--- src/fpga_boot_cfg.svh ---
// command words follow the 7-series/UltraScale IPROG sequence; SYNC_STAGES must be 2 or more
`ifndef FPGA_BOOT_CFG_SVH
`define FPGA_BOOT_CFG_SVH

// configuration port command words, in natural bit order
`define ICAP_DUMMY_WORD      32'hFFFFFFFF
`define ICAP_SYNC_WORD       32'hAA995566
`define ICAP_NOOP_WORD       32'h20000000
`define ICAP_CMD_WRITE_WORD  32'h30008001
`define ICAP_IPROG_WORD      32'h0000000F

// width of one configuration word
`define ICAP_WORD_W          32

// bit reversal is applied within groups of this many bits
`define ICAP_BYTE_W          8

// flip-flops in each synchronizer chain
`define SYNC_STAGES          2

// flash data lines, quad mode
`define QSPI_DQ_W            4

`endif
--- src/fpga_boot_pkg.sv ---
// shared types for the boot and flash path; widths come from fpga_boot_cfg.svh
`include "fpga_boot_cfg.svh"

package fpga_boot_pkg;

    // one configuration word
    typedef logic [`ICAP_WORD_W-1:0] icap_word_t;

    // sequencer states, named after the word sent while in that state
    // IPROG also loads the trailing no-op
    typedef enum logic [2:0] {
        IDLE  = 3'd0,
        DUMMY = 3'd1,
        SYNC  = 3'd2,
        NOOP1 = 3'd3,
        CMD   = 3'd4,
        IPROG = 3'd5
    } icap_state_t;

    // configuration port write side
    typedef struct packed {
        // active low select
        logic       csib;
        // low for write
        logic       rdwrb;
        // already bit reversed within each byte
        icap_word_t data;
    } icap_port_t;

    // flash data lines
    typedef logic [`QSPI_DQ_W-1:0] qspi_dq_t;

    // flash pin outputs from the controller
    typedef struct packed {
        logic     sclk;
        // high means deselected
        logic     cs;
        qspi_dq_t dq_o;
        // per line output enable
        qspi_dq_t dq_oe;
    } qspi_out_t;

endpackage

--- src/fpga_boot_top.sv ---
// single clock domain, rst_n must already be synchronous to clk_125mhz_int; no vendor primitives
`timescale 1ns/1ps
`include "fpga_boot_cfg.svh"

module fpga_boot_top (
    input  logic                     clk_125mhz_int,
    input  logic                     rst_n,

    // reboot request from the core, asynchronous level
    input  logic                     boot_req,
    // configuration port status
    input  logic                     icap_avail,

    // flash controller side
    input  fpga_boot_pkg::qspi_out_t qspi_ctrl,
    input  fpga_boot_pkg::qspi_dq_t  qspi_dq_pin,

    // to the configuration port
    output fpga_boot_pkg::icap_port_t icap,

    // to the flash pins and back to the controller
    output fpga_boot_pkg::qspi_out_t qspi_pins,
    output fpga_boot_pkg::qspi_dq_t  qspi_dq_in
);

    logic boot_req_sync;

    // boot request synchronizer
    sync_chain #(
        .payload_t (logic),
        .STAGES    (`SYNC_STAGES)
    ) boot_sync_i (
        .clk_125mhz_int (clk_125mhz_int),
        .rst_n          (rst_n),
        .din            (boot_req),
        .dout           (boot_req_sync)
    );

    // IPROG command sequencer
    icap_iprog_seq iprog_seq_i (
        .clk_125mhz_int (clk_125mhz_int),
        .rst_n          (rst_n),
        .boot_req_sync  (boot_req_sync),
        .icap_avail     (icap_avail),
        .icap           (icap)
    );

    // flash pin registers and data input sync
    qspi_pin_stage qspi_stage_i (
        .clk_125mhz_int (clk_125mhz_int),
        .rst_n          (rst_n),
        .qspi_ctrl      (qspi_ctrl),
        .qspi_dq_pin    (qspi_dq_pin),
        .qspi_pins      (qspi_pins),
        .qspi_dq_in     (qspi_dq_in)
    );

endmodule

--- src/qspi_pin_stage.sv ---
// outputs add one cycle of latency, dq input adds SYNC_STAGES cycles; no tristate buffers here
`timescale 1ns/1ps
`include "fpga_boot_cfg.svh"

module qspi_pin_stage (
    input  logic                    clk_125mhz_int,
    input  logic                    rst_n,
    input  fpga_boot_pkg::qspi_out_t qspi_ctrl,
    input  fpga_boot_pkg::qspi_dq_t  qspi_dq_pin,
    output fpga_boot_pkg::qspi_out_t qspi_pins,
    output fpga_boot_pkg::qspi_dq_t  qspi_dq_in
);

    fpga_boot_pkg::qspi_out_t pins_q;

    // output register, reset leaves the flash deselected and undriven
    always_ff @(posedge clk_125mhz_int) begin
        if (!rst_n) begin
            pins_q.sclk  <= 1'b0;
            pins_q.cs    <= 1'b1;
            pins_q.dq_o  <= '0;
            pins_q.dq_oe <= '0;
        end else begin
            pins_q.sclk  <= qspi_ctrl.sclk;
            pins_q.cs    <= qspi_ctrl.cs;
            pins_q.dq_o  <= qspi_ctrl.dq_o;
            pins_q.dq_oe <= qspi_ctrl.dq_oe;
        end
    end

    assign qspi_pins = pins_q;

    // flash data back into the clock domain
    sync_chain #(
        .payload_t (fpga_boot_pkg::qspi_dq_t),
        .STAGES    (`SYNC_STAGES)
    ) dq_sync_i (
        .clk_125mhz_int (clk_125mhz_int),
        .rst_n          (rst_n),
        .din            (qspi_dq_pin),
        .dout           (qspi_dq_in)
    );

endmodule

--- src/icap_iprog_seq.sv ---
// boot_req_sync must already be synchronous; a started sequence ignores icap_avail until done
`timescale 1ns/1ps
`include "fpga_boot_cfg.svh"

module icap_iprog_seq (
    input  logic                     clk_125mhz_int,
    input  logic                     rst_n,
    input  logic                     boot_req_sync,
    input  logic                     icap_avail,
    output fpga_boot_pkg::icap_port_t icap
);

    localparam int BYTE_W = `ICAP_BYTE_W;
    localparam int WORD_W = `ICAP_WORD_W;

    fpga_boot_pkg::icap_state_t state_q;
    fpga_boot_pkg::icap_word_t  word_q;
    logic                       csib_q;

    fpga_boot_pkg::icap_word_t  word_rev;

    // start only from a deselected port, so back-to-back runs get one
    // cycle with csib high in between
    logic start;

    assign start = boot_req_sync && icap_avail && csib_q;

    always_ff @(posedge clk_125mhz_int) begin
        if (!rst_n) begin
            state_q <= fpga_boot_pkg::IDLE;
            csib_q  <= 1'b1;
            word_q  <= `ICAP_DUMMY_WORD;
        end else begin
            case (state_q)
                fpga_boot_pkg::IDLE: begin
                    // idle default, also ends the trailing no-op cycle
                    csib_q <= 1'b1;
                    word_q <= `ICAP_DUMMY_WORD;
                    if (start) begin
                        state_q <= fpga_boot_pkg::DUMMY;
                        csib_q  <= 1'b0;
                    end
                end
                fpga_boot_pkg::DUMMY: begin
                    state_q <= fpga_boot_pkg::SYNC;
                    csib_q  <= 1'b0;
                    word_q  <= `ICAP_SYNC_WORD;
                end
                fpga_boot_pkg::SYNC: begin
                    state_q <= fpga_boot_pkg::NOOP1;
                    csib_q  <= 1'b0;
                    word_q  <= `ICAP_NOOP_WORD;
                end
                fpga_boot_pkg::NOOP1: begin
                    state_q <= fpga_boot_pkg::CMD;
                    csib_q  <= 1'b0;
                    word_q  <= `ICAP_CMD_WRITE_WORD;
                end
                fpga_boot_pkg::CMD: begin
                    state_q <= fpga_boot_pkg::IPROG;
                    csib_q  <= 1'b0;
                    word_q  <= `ICAP_IPROG_WORD;
                end
                fpga_boot_pkg::IPROG: begin
                    // trailing no-op, csib stays low one more cycle in IDLE
                    state_q <= fpga_boot_pkg::IDLE;
                    csib_q  <= 1'b0;
                    word_q  <= `ICAP_NOOP_WORD;
                end
                default: begin
                    state_q <= fpga_boot_pkg::IDLE;
                    csib_q  <= 1'b1;
                    word_q  <= `ICAP_DUMMY_WORD;
                end
            endcase
        end
    end

    // config port wants each byte MSB-first on bit 0
    always_comb begin
        for (int i = 0; i < WORD_W; i++) begin
            word_rev[i] = word_q[(i / BYTE_W) * BYTE_W + (BYTE_W - 1 - (i % BYTE_W))];
        end
    end

    assign icap.csib  = csib_q;
    // write only, readback is not used
    assign icap.rdwrb = 1'b0;
    assign icap.data  = word_rev;

endmodule

--- src/sync_chain.sv ---
// plain flop chain with no metastability constraints attached; STAGES must be 2 or more
`timescale 1ns/1ps

module sync_chain #(
    parameter type payload_t = logic,
    parameter int  STAGES    = 2
) (
    input  logic     clk_125mhz_int,
    input  logic     rst_n,
    input  payload_t din,
    output payload_t dout
);

    // stage 0 takes the asynchronous input
    payload_t stage_q [STAGES];

    always_ff @(posedge clk_125mhz_int) begin
        if (!rst_n) begin
            for (int i = 0; i < STAGES; i++) begin
                stage_q[i] <= '0;
            end
        end else begin
            stage_q[0] <= din;
            for (int i = 1; i < STAGES; i++) begin
                stage_q[i] <= stage_q[i-1];
            end
        end
    end

    assign dout = stage_q[STAGES-1];

endmodule

--- config.mk ---
export PLATFORM = sky130hd
export DESIGN_NAME = fpga_boot_top
export DESIGN_NICKNAME = d
export VERILOG_FILES = /design/src/fpga_boot_pkg.sv /design/src/fpga_boot_top.sv /design/src/qspi_pin_stage.sv /design/src/icap_iprog_seq.sv /design/src/sync_chain.sv
export VERILOG_INCLUDE_DIRS = /design/src
export SDC_FILE = /design/constraint.sdc
export NUM_CORES = 1
export LEC_CHECK = 0
export BUFFER_PORTS_ARGS = -buffer_cell sky130_fd_sc_hd__buf_2
export CAP_MARGIN = 40
export CORE_MARGIN = 2
export CORE_UTILIZATION = 45
export CTS_BUF_LIST = sky130_fd_sc_hd__clkbuf_8
export CTS_CLUSTER_DIAMETER = 30
export DETAILED_ROUTE_END_ITERATION = 6
export GPL_ROUTABILITY_DRIVEN = 0
export PLACE_DENSITY_LB_ADDON = 0.25
export SLEW_MARGIN = 10
export SYNTH_ARGS = -nofsm -noshare
export SYNTH_HDL_FRONTEND = slang
export SYNTH_SLANG_ARGS = --single-unit
export TNS_END_PERCENT = 30
--- constraint.sdc ---
create_clock -name clk_125mhz_int -period 1.25 [get_ports clk_125mhz_int]
set_input_delay 0.0625 -clock clk_125mhz_int [delete_from_list [all_inputs] [get_ports clk_125mhz_int]]
set_output_delay 0.0625 -clock clk_125mhz_int [all_outputs]
set_load 0.01 [all_outputs]
==> results.md, run 1 <==
- Status: finished clean
- Clock Tree Root: clkbuf_8
- Antenna violations before repair: 0
- CORE AREA: between 2000 and 2500 µm²
- Family with the most delay on the worst path: flip-flops
- Synth top area share: 52.6%
- WL/cell: 9.58 µm
- Buffers on Ports: 64
- Syn_nets: 130
- Worst slack at placement: between 0.15 and 0.2 ns
- Largest net degree at the start of global routing: 19
- 1st-iter DRT viols: 4
- Post-DP HPWL: between 1000 and 1500 µm
- Syn. warnings: 0
- # setup viols final: 0
- Initial core utilization: around 48%
- Peak supply drop: 1.04 mV
- Gr usage total: approximately an eighth
- Post-CTS setup buffer count: 0
- Post-DRT Antenna Nets: 0
- Leak: just under 0.7 nW
- Placed insts: between 150 and 200
- Most common cell after layout, fill and taps aside: buf_2
- DRC: 0
- Die W: between 50 and 60 µm
- Fmax: slightly above 0.9 GHz
- First-pass GRT wire length: between 3000 and 4000 µm
- Post-Route WL: roughly 1800 µm
- IO Count: between 60 and 70
- Final Non-Filler Cells: between 150 and 200
- Area grow syn2layout: 25.8%
- Crit path time final: 1.09 ns
- Unique masters post-synth: 25
- Crit path launch: iprog_seq_i.state_q[2]
- RSZ-0062 raised after global routing: false
- Worst Path Buf+Inv: 0
- Crit-path max FO: 11
- Via count: a little over 800
- Setup crit start kind: flop
- Worst Skew: between 0.003 and 0.004 ns
- Max Slew Vio Count: 0
- Worst r2r src: iprog_seq_i.state_q[2]
- Final Cycle Share: between 80 and 90%
- Hold path depth: 2
- Sequential cell area: 621 µm²
- R2R Setup Slk: 0.16 ns
- Worst-path clk slew: ~0.060 ns
- Final setup TNS: 0 ns
- Worst Hold Path EP: qspi_stage_i.qspi_pins[2]
- Vias per Instance: between 4 and 5
- Die Span Y: about 55 µm
- Hold-fix buffers, CTS: 13
- Worst-case clock buffer depth: 2
- Final Net Count: approximately 180
- ANT cells: 0
- Hold WC Path Type: primary input to flop
- WS Path Type: flop to flop
- Mean post-synth cell area: around 11 µm²
- Min-delay src: qspi_ctrl[2]
- CP max stage cell: dfxtp_1
- CP arrival: 1.29 ns
- Most frequent cells in the layout: 64 x buf_2, 31 x dfxtp_1, 19 x and2_1, 13 x dlygate4sd3_1, 5 x clkbuf_8
- CTS buffer count: 5
- Vias in the first global route: roughly 750
- Cell taking the most area after synthesis: dfxtp_1
- Synth Instances: approximately 110
- Worst setup margin: ~0.16 ns
- Worst Reg-to-Reg Cells: 2
- CP Cell Sequence: or3b_1 > a21boi_1
- Reg2reg end: iprog_seq_i.state_q[2]
- Clock sinks: 31
- Critical Path Sink Type: flop
- Worst-Skew Late Latency: 0.27 ns
- Max-cap violation count: 0
- Drt first pass iters: 2
- Cell Pwr Density: ~1300 nW/µm²
- Post-CTS Resized: 0
- Largest stage delay on the critical path: around 0.5 ns
- Filler cells: 222
- H-tree level count: 2
- Die area: about 3000 µm²
- Row count: 18
- Worst EP required: between 1 and 1.5 ns
- Sequential share of the synthesized area: 52.6%
- Synthesized flop and latch total: 31
- Syn Std Cell Area: roughly 1200 µm²
- Top cells by area, synth: dfxtp_1 53%, buf_4 20%, and2_1 10%, nor2b_1 1.6%, o21ai_0 1.3%
- CTS tree: built
- Layout cells sized above 1: a little under half
- Multi-input gate area: a little under 300 µm²
- Global route total overflow: 0
- Final Hold Vio Count: 0
## routing by layer
metal / global-route usage [%] / part of all wire [%] / vias to the layer above / routed length, µm
li1: - / - / 416 / -
met1: 13.2 / 41 / 345 / 742
met3: 7.49 / 12 / 2 / 220
met5: 0 / 0 / - / 0
met2: 21.9 / 46 / 57 / 839
met4: 5.23 / 1.0 / 0 / 19
## logic make-up (layout without fill, tap and decap cells)
logic type | Yosys count | count (layout) | share of synthesized area, %
AOI/OAI and AO/OA | 9 | 9 | 5.30
xor gates and xnor gates | 1 | 1 | 0.742
buffers and inverters | 37 | 85 | 22.7
DFF | 31 | 31 | 52.6
other | 1 | 1 | 0.318
and+or+nand+nor | 33 | 33 | 18.3
## through the flow
| step | total power (W) | cell area (µm²) | utilization, % | hold WS [ns] |
|---|---|---|---|---|
| global placement | 0.00128 | 1280 | 51.7 | 0.246 |
| floorplan | 0.00125 | 1180 | - | 0.136 |
| CTS | 0.00198 | 1480 | 59.9 | 0.00730 |
| global route | 0.00205 | 1480 | 59.9 | 0.00532 |
| detailed placement | 0.00129 | 1280 | 51.7 | 0.258 |
| finish | 0.00195 | 1480 | 59.9 | 0.0172 |
## worst max path at each step
stage	slack, ns	endpoint	cells past startpoint
after floorplan	0.27	iprog_seq_i.csib_q	3
after global placement	0.22	iprog_seq_i.state_q[2]	2
after detailed placement	0.17	iprog_seq_i.state_q[2]	2
after CTS	0.16	iprog_seq_i.state_q[2]	2
after global routing	0.09	iprog_seq_i.state_q[2]	2
final	0.16	iprog_seq_i.state_q[2]	2
## cell usage after synthesis (all sizes together)
| cell | instances |
|---|---|
| a21boi | 2 |
| and2 | 19 |
| and3 | 1 |
| and3b | 1 |
| buf | 34 |
| clkbuf | 2 |
| conb | 1 |
| dfxtp | 31 |
| inv | 1 |
| nand2 | 1 |
| nand2b | 1 |
| nand3 | 2 |
| nand3b | 1 |
| nor2b | 3 |
| nor3b | 2 |
| o21ai | 6 |
| o311a | 1 |
| or3 | 1 |
| or3b | 1 |
| xnor2 | 1 |
## report_power, final
| part | total, W | switching, W | internal [W] |
|---|---|---|---|
| Clock | 0.000656 | 0.000295 | 0.000361 |
| Combinational | 0.000230 | 0.000102 | 0.000128 |
| Sequential | 0.00106 | 0.0000267 | 0.00104 |
## sequential cells by signal, indices dropped and copies added, names as in the netlist
register                        cells
iprog_seq_i.state_q                 3
iprog_seq_i.csib_q                  1
boot_sync_i.stage_q                 2
iprog_seq_i.word_q                  7
qspi_stage_i.dq_sync_i.stage_q      8
qspi_stage_i.qspi_pins             10
## worst reg2reg max path: cells and delay by family (launching register included)
family | cells | cell delay, ns
and+or+nand+nor | 1 | 0.38
DFF | 1 | 0.50
AOI/OAI and AO/OA | 1 | 0.14
## area by class of cell
cell class / count / share of cell area (%)
flip-flops and latches: 31 / 41.8
inverters: 1 / 0.253
clock buffers: 5 / 4.64
well taps: 30 / 2.53
repair buffers: 78 / 30.9
clock inverters: 1 / 0.253
multi-input cells: 44 / 19.6
No activity file was read; power rests on OpenSTA's default activity.
==> run 2, diff against run 1 <==
--- a/config.mk
+++ b/config.mk
@@ -15,6 +15,7 @@
 export DETAILED_ROUTE_END_ITERATION = 6
 export GPL_ROUTABILITY_DRIVEN = 0
 export PLACE_DENSITY_LB_ADDON = 0.25
+export RECOVER_POWER = 25
 export SLEW_MARGIN = 10
 export SYNTH_ARGS = -nofsm -noshare
 export SYNTH_HDL_FRONTEND = slang
==> results.md, run 2 (synthesis results as in run 1) <==
- Clock sinks: 31 (unchanged)
- Cell Int Power: 0.00152 W (-0.17%)
- Worst EP required: 1.45 ns (about the same)
- P_sw: 0.000421 W (-0.61%)
- Via count: 822 (+0.24%)
- Min-delay src: qspi_ctrl[2]
- R2R Setup Slk: 0.16 ns (about the same)
- Vias per Instance: 4.33 (+0.24%)
- Fmax: 0.921 GHz (about the same)
- Leak: 0.669 nW (-1.5%)
- Post-Route WL: 1820 µm (-0.22%)
- Sequential cell area: 621 µm² (unchanged)
- Row count: 18 (unchanged)
- RSZ-0062 raised after global routing: false
- Placed insts: 171 (unchanged)
- Final Hold Vio Count: 0 (unchanged)
- Die Span Y: 55.2 µm (unchanged)
- Layout cells sized above 1: 45.0% (-1.3 points)
- Die W: 55.2 µm (unchanged)
- Gr usage total: 13.0% (unchanged)
- Area grow syn2layout: 25.3%
- Max-cap violation count: 0 (unchanged)
- Status: finished clean
- Final Power: 0.00195 W (-0.27%)
- Reg2reg end: iprog_seq_i.state_q[2]
- Relative slew slack: slightly above 60%
- Switching part of the total power: 21.7% (-0.076 points)
- Post-DRT Antenna Nets: 0 (unchanged)
- Max Slew Vio Count: 0 (unchanged)
- Worst-case clock buffer depth: 2 (unchanged)
- Multi-input gate area: 292 µm² (unchanged)
- Die area: 3050 µm² (unchanged)
- Drt first pass iters: 2 (unchanged)
- Vias in the first global route: 747 (unchanged)
- Buffers on Ports: 64 (unchanged)
- ANT cells: 0 (unchanged)
- Worst-margin pin slew: roughly 0.57 ns
- IO Count: 66 (unchanged)
- Final Net Count: 179 (unchanged)
- Largest stage delay on the critical path: 0.50 ns (about the same)
- Most common cell after layout, fill and taps aside: buf_2
- Crit path time final: 1.09 ns (-0.0000100 ns)
- Worst-path clk slew: 0.06 ns (about the same)
- H-tree level count: 2 (unchanged)
- Final setup TNS: 0 ns (unchanged)
- Final Non-Filler Cells: 190 (unchanged)
- CTS tree: built
- CP Cell Sequence: or3b_1 > a21boi_1
- Hold path depth: 2 (unchanged)
- Crit-path max FO: 11 (unchanged)
- Peak supply drop: 1.04 mV (-0.51%)
- Worst-Skew Late Latency: 0.27 ns (about the same)
- WL/cell: 9.56 µm (-0.22%)
- CTS buffer count: 5 (unchanged)
- Worst Hold Path EP: qspi_stage_i.qspi_pins[2]
- Worst Path Buf+Inv: 0 (unchanged)
- Global route total overflow: 0 (unchanged)
- Family with the most delay on the worst path: flip-flops
- CP max stage cell: dfxtp_1
- Critical Path Sink Type: flop
- Max reg flops: 10 (unchanged)
- Worst r2r src: iprog_seq_i.state_q[2]
- Power share of the combinational group: 11.7% (about the same)
- First-pass GRT wire length: 3030 µm (unchanged)
- Worst Skew: 0.00322 ns (-0.000530 ns)
- Post-CTS Resized: 0 (unchanged)
- WS Path Type: flop to flop
- 1st-iter DRT viols: 5 (+1)
- Setup crit start kind: flop
- Hold WC Path Type: primary input to flop
- CORE AREA: 2480 µm² (unchanged)
- Most frequent cells in the layout: 63 x buf_2, 31 x dfxtp_1, 14 x and2_1, 13 x dlygate4sd3_1
- # setup viols final: 0 (unchanged)
- Post-DP HPWL: 1230 µm (unchanged)
- Filler cells: 223 (+0.45%)
- Largest net degree at the start of global routing: 19 (unchanged)
- Clock Tree Root: clkbuf_8
- Part of the power in registers: 54.7% (about the same)
- Worst Reg-to-Reg Cells: 2 (unchanged)
- Antenna violations before repair: 0 (unchanged)
- Final Cycle Share: 86.9% (about the same)
- DRC: 0 (unchanged)
- CP arrival: 1.29 ns (about the same)
- Cell Pwr Density: 1320 nW/µm² (about the same)
- Initial core utilization: 47.6% (unchanged)
- Clk pwr share: 33.6% (about the same)
==> run 2: per-layer routing <==
layer / wire length (µm) / part of all wire, % / GRT usage (%) / vias up
met2: 851 / 47 / 21.9 / 57
met4: 19 / 1.0 / 5.23 / 0
met3: 220 / 12 / 7.49 / 2
met1: 725 / 40 / 13.2 / 348
li1: - / - / - / 415
met5: 0 / 0 / 0 / -
==> run 2: worst max-delay path by stage <==
stage                      startpoint                endpoint  slack [ns]  cells past startpoint
2_1_floorplan  iprog_seq_i.state_q[0]      iprog_seq_i.csib_q        0.27                      3
3_3_place_gp   iprog_seq_i.state_q[2]  iprog_seq_i.state_q[2]        0.22                      2
3_5_place_dp   iprog_seq_i.state_q[2]  iprog_seq_i.state_q[2]        0.17                      2
4_1_cts        iprog_seq_i.state_q[2]  iprog_seq_i.state_q[2]        0.16                      2
5_1_grt        iprog_seq_i.state_q[2]  iprog_seq_i.state_q[2]        0.09                      2
6_report       iprog_seq_i.state_q[2]  iprog_seq_i.state_q[2]        0.16                      2
==> run 2: area by class of cell <==
class / instances / share of cell area [%]
Timing Repair Buffer: 78 / 30.6
Inverter: 1 / 0.254
Sequential cell: 31 / 42.0
Multi-Input combinational cell: 44 / 19.7
Clock inverter: 1 / 0.254
Clock buffer: 5 / 4.65
Tap cell: 30 / 2.54
==> run 2: through the flow <==
step	setup slack (ns)	area [µm²]	hold WS [ns]	util (%)
6_report	0.164	1480	0.0197	59.7
4_1_cts	0.161	1480	0.00730	59.9
5_1_grt	0.0915	1480	0.00532	59.7
2_1_floorplan	0.268	1180	0.136	-
3_3_place_gp	0.224	1280	0.246	51.7
3_5_place_dp	0.172	1280	0.258	51.7
==> run 2: power by group through the flow <==
stage / Sequential, W / Combinational, W / Clock, W
5_1_grt: 0.00107 / 0.000248 / 0.000726
3_5_place_dp: 0.00109 / 0.000200 / 0
4_1_cts: 0.00106 / 0.000231 / 0.000684
2_1_floorplan: 0.00109 / 0.000158 / 0
6_report: 0.00106 / 0.000227 / 0.000653
3_3_place_gp: 0.00108 / 0.000198 / 0
==> run 2: worst reg2reg max path: stages (launching register included) <==
cell,delay (ns)
dfxtp_1,0.50
or3b_1,0.38
a21boi_1,0.14
==> run 2: repair_timing <==
action / 4_1_cts / 5_1_grt
hold buffers: 13 / 0
endpoints found under the setup margin: 0 / 0
hold endpoints to repair: 13 / 0
buffers inserted: 0 / 0
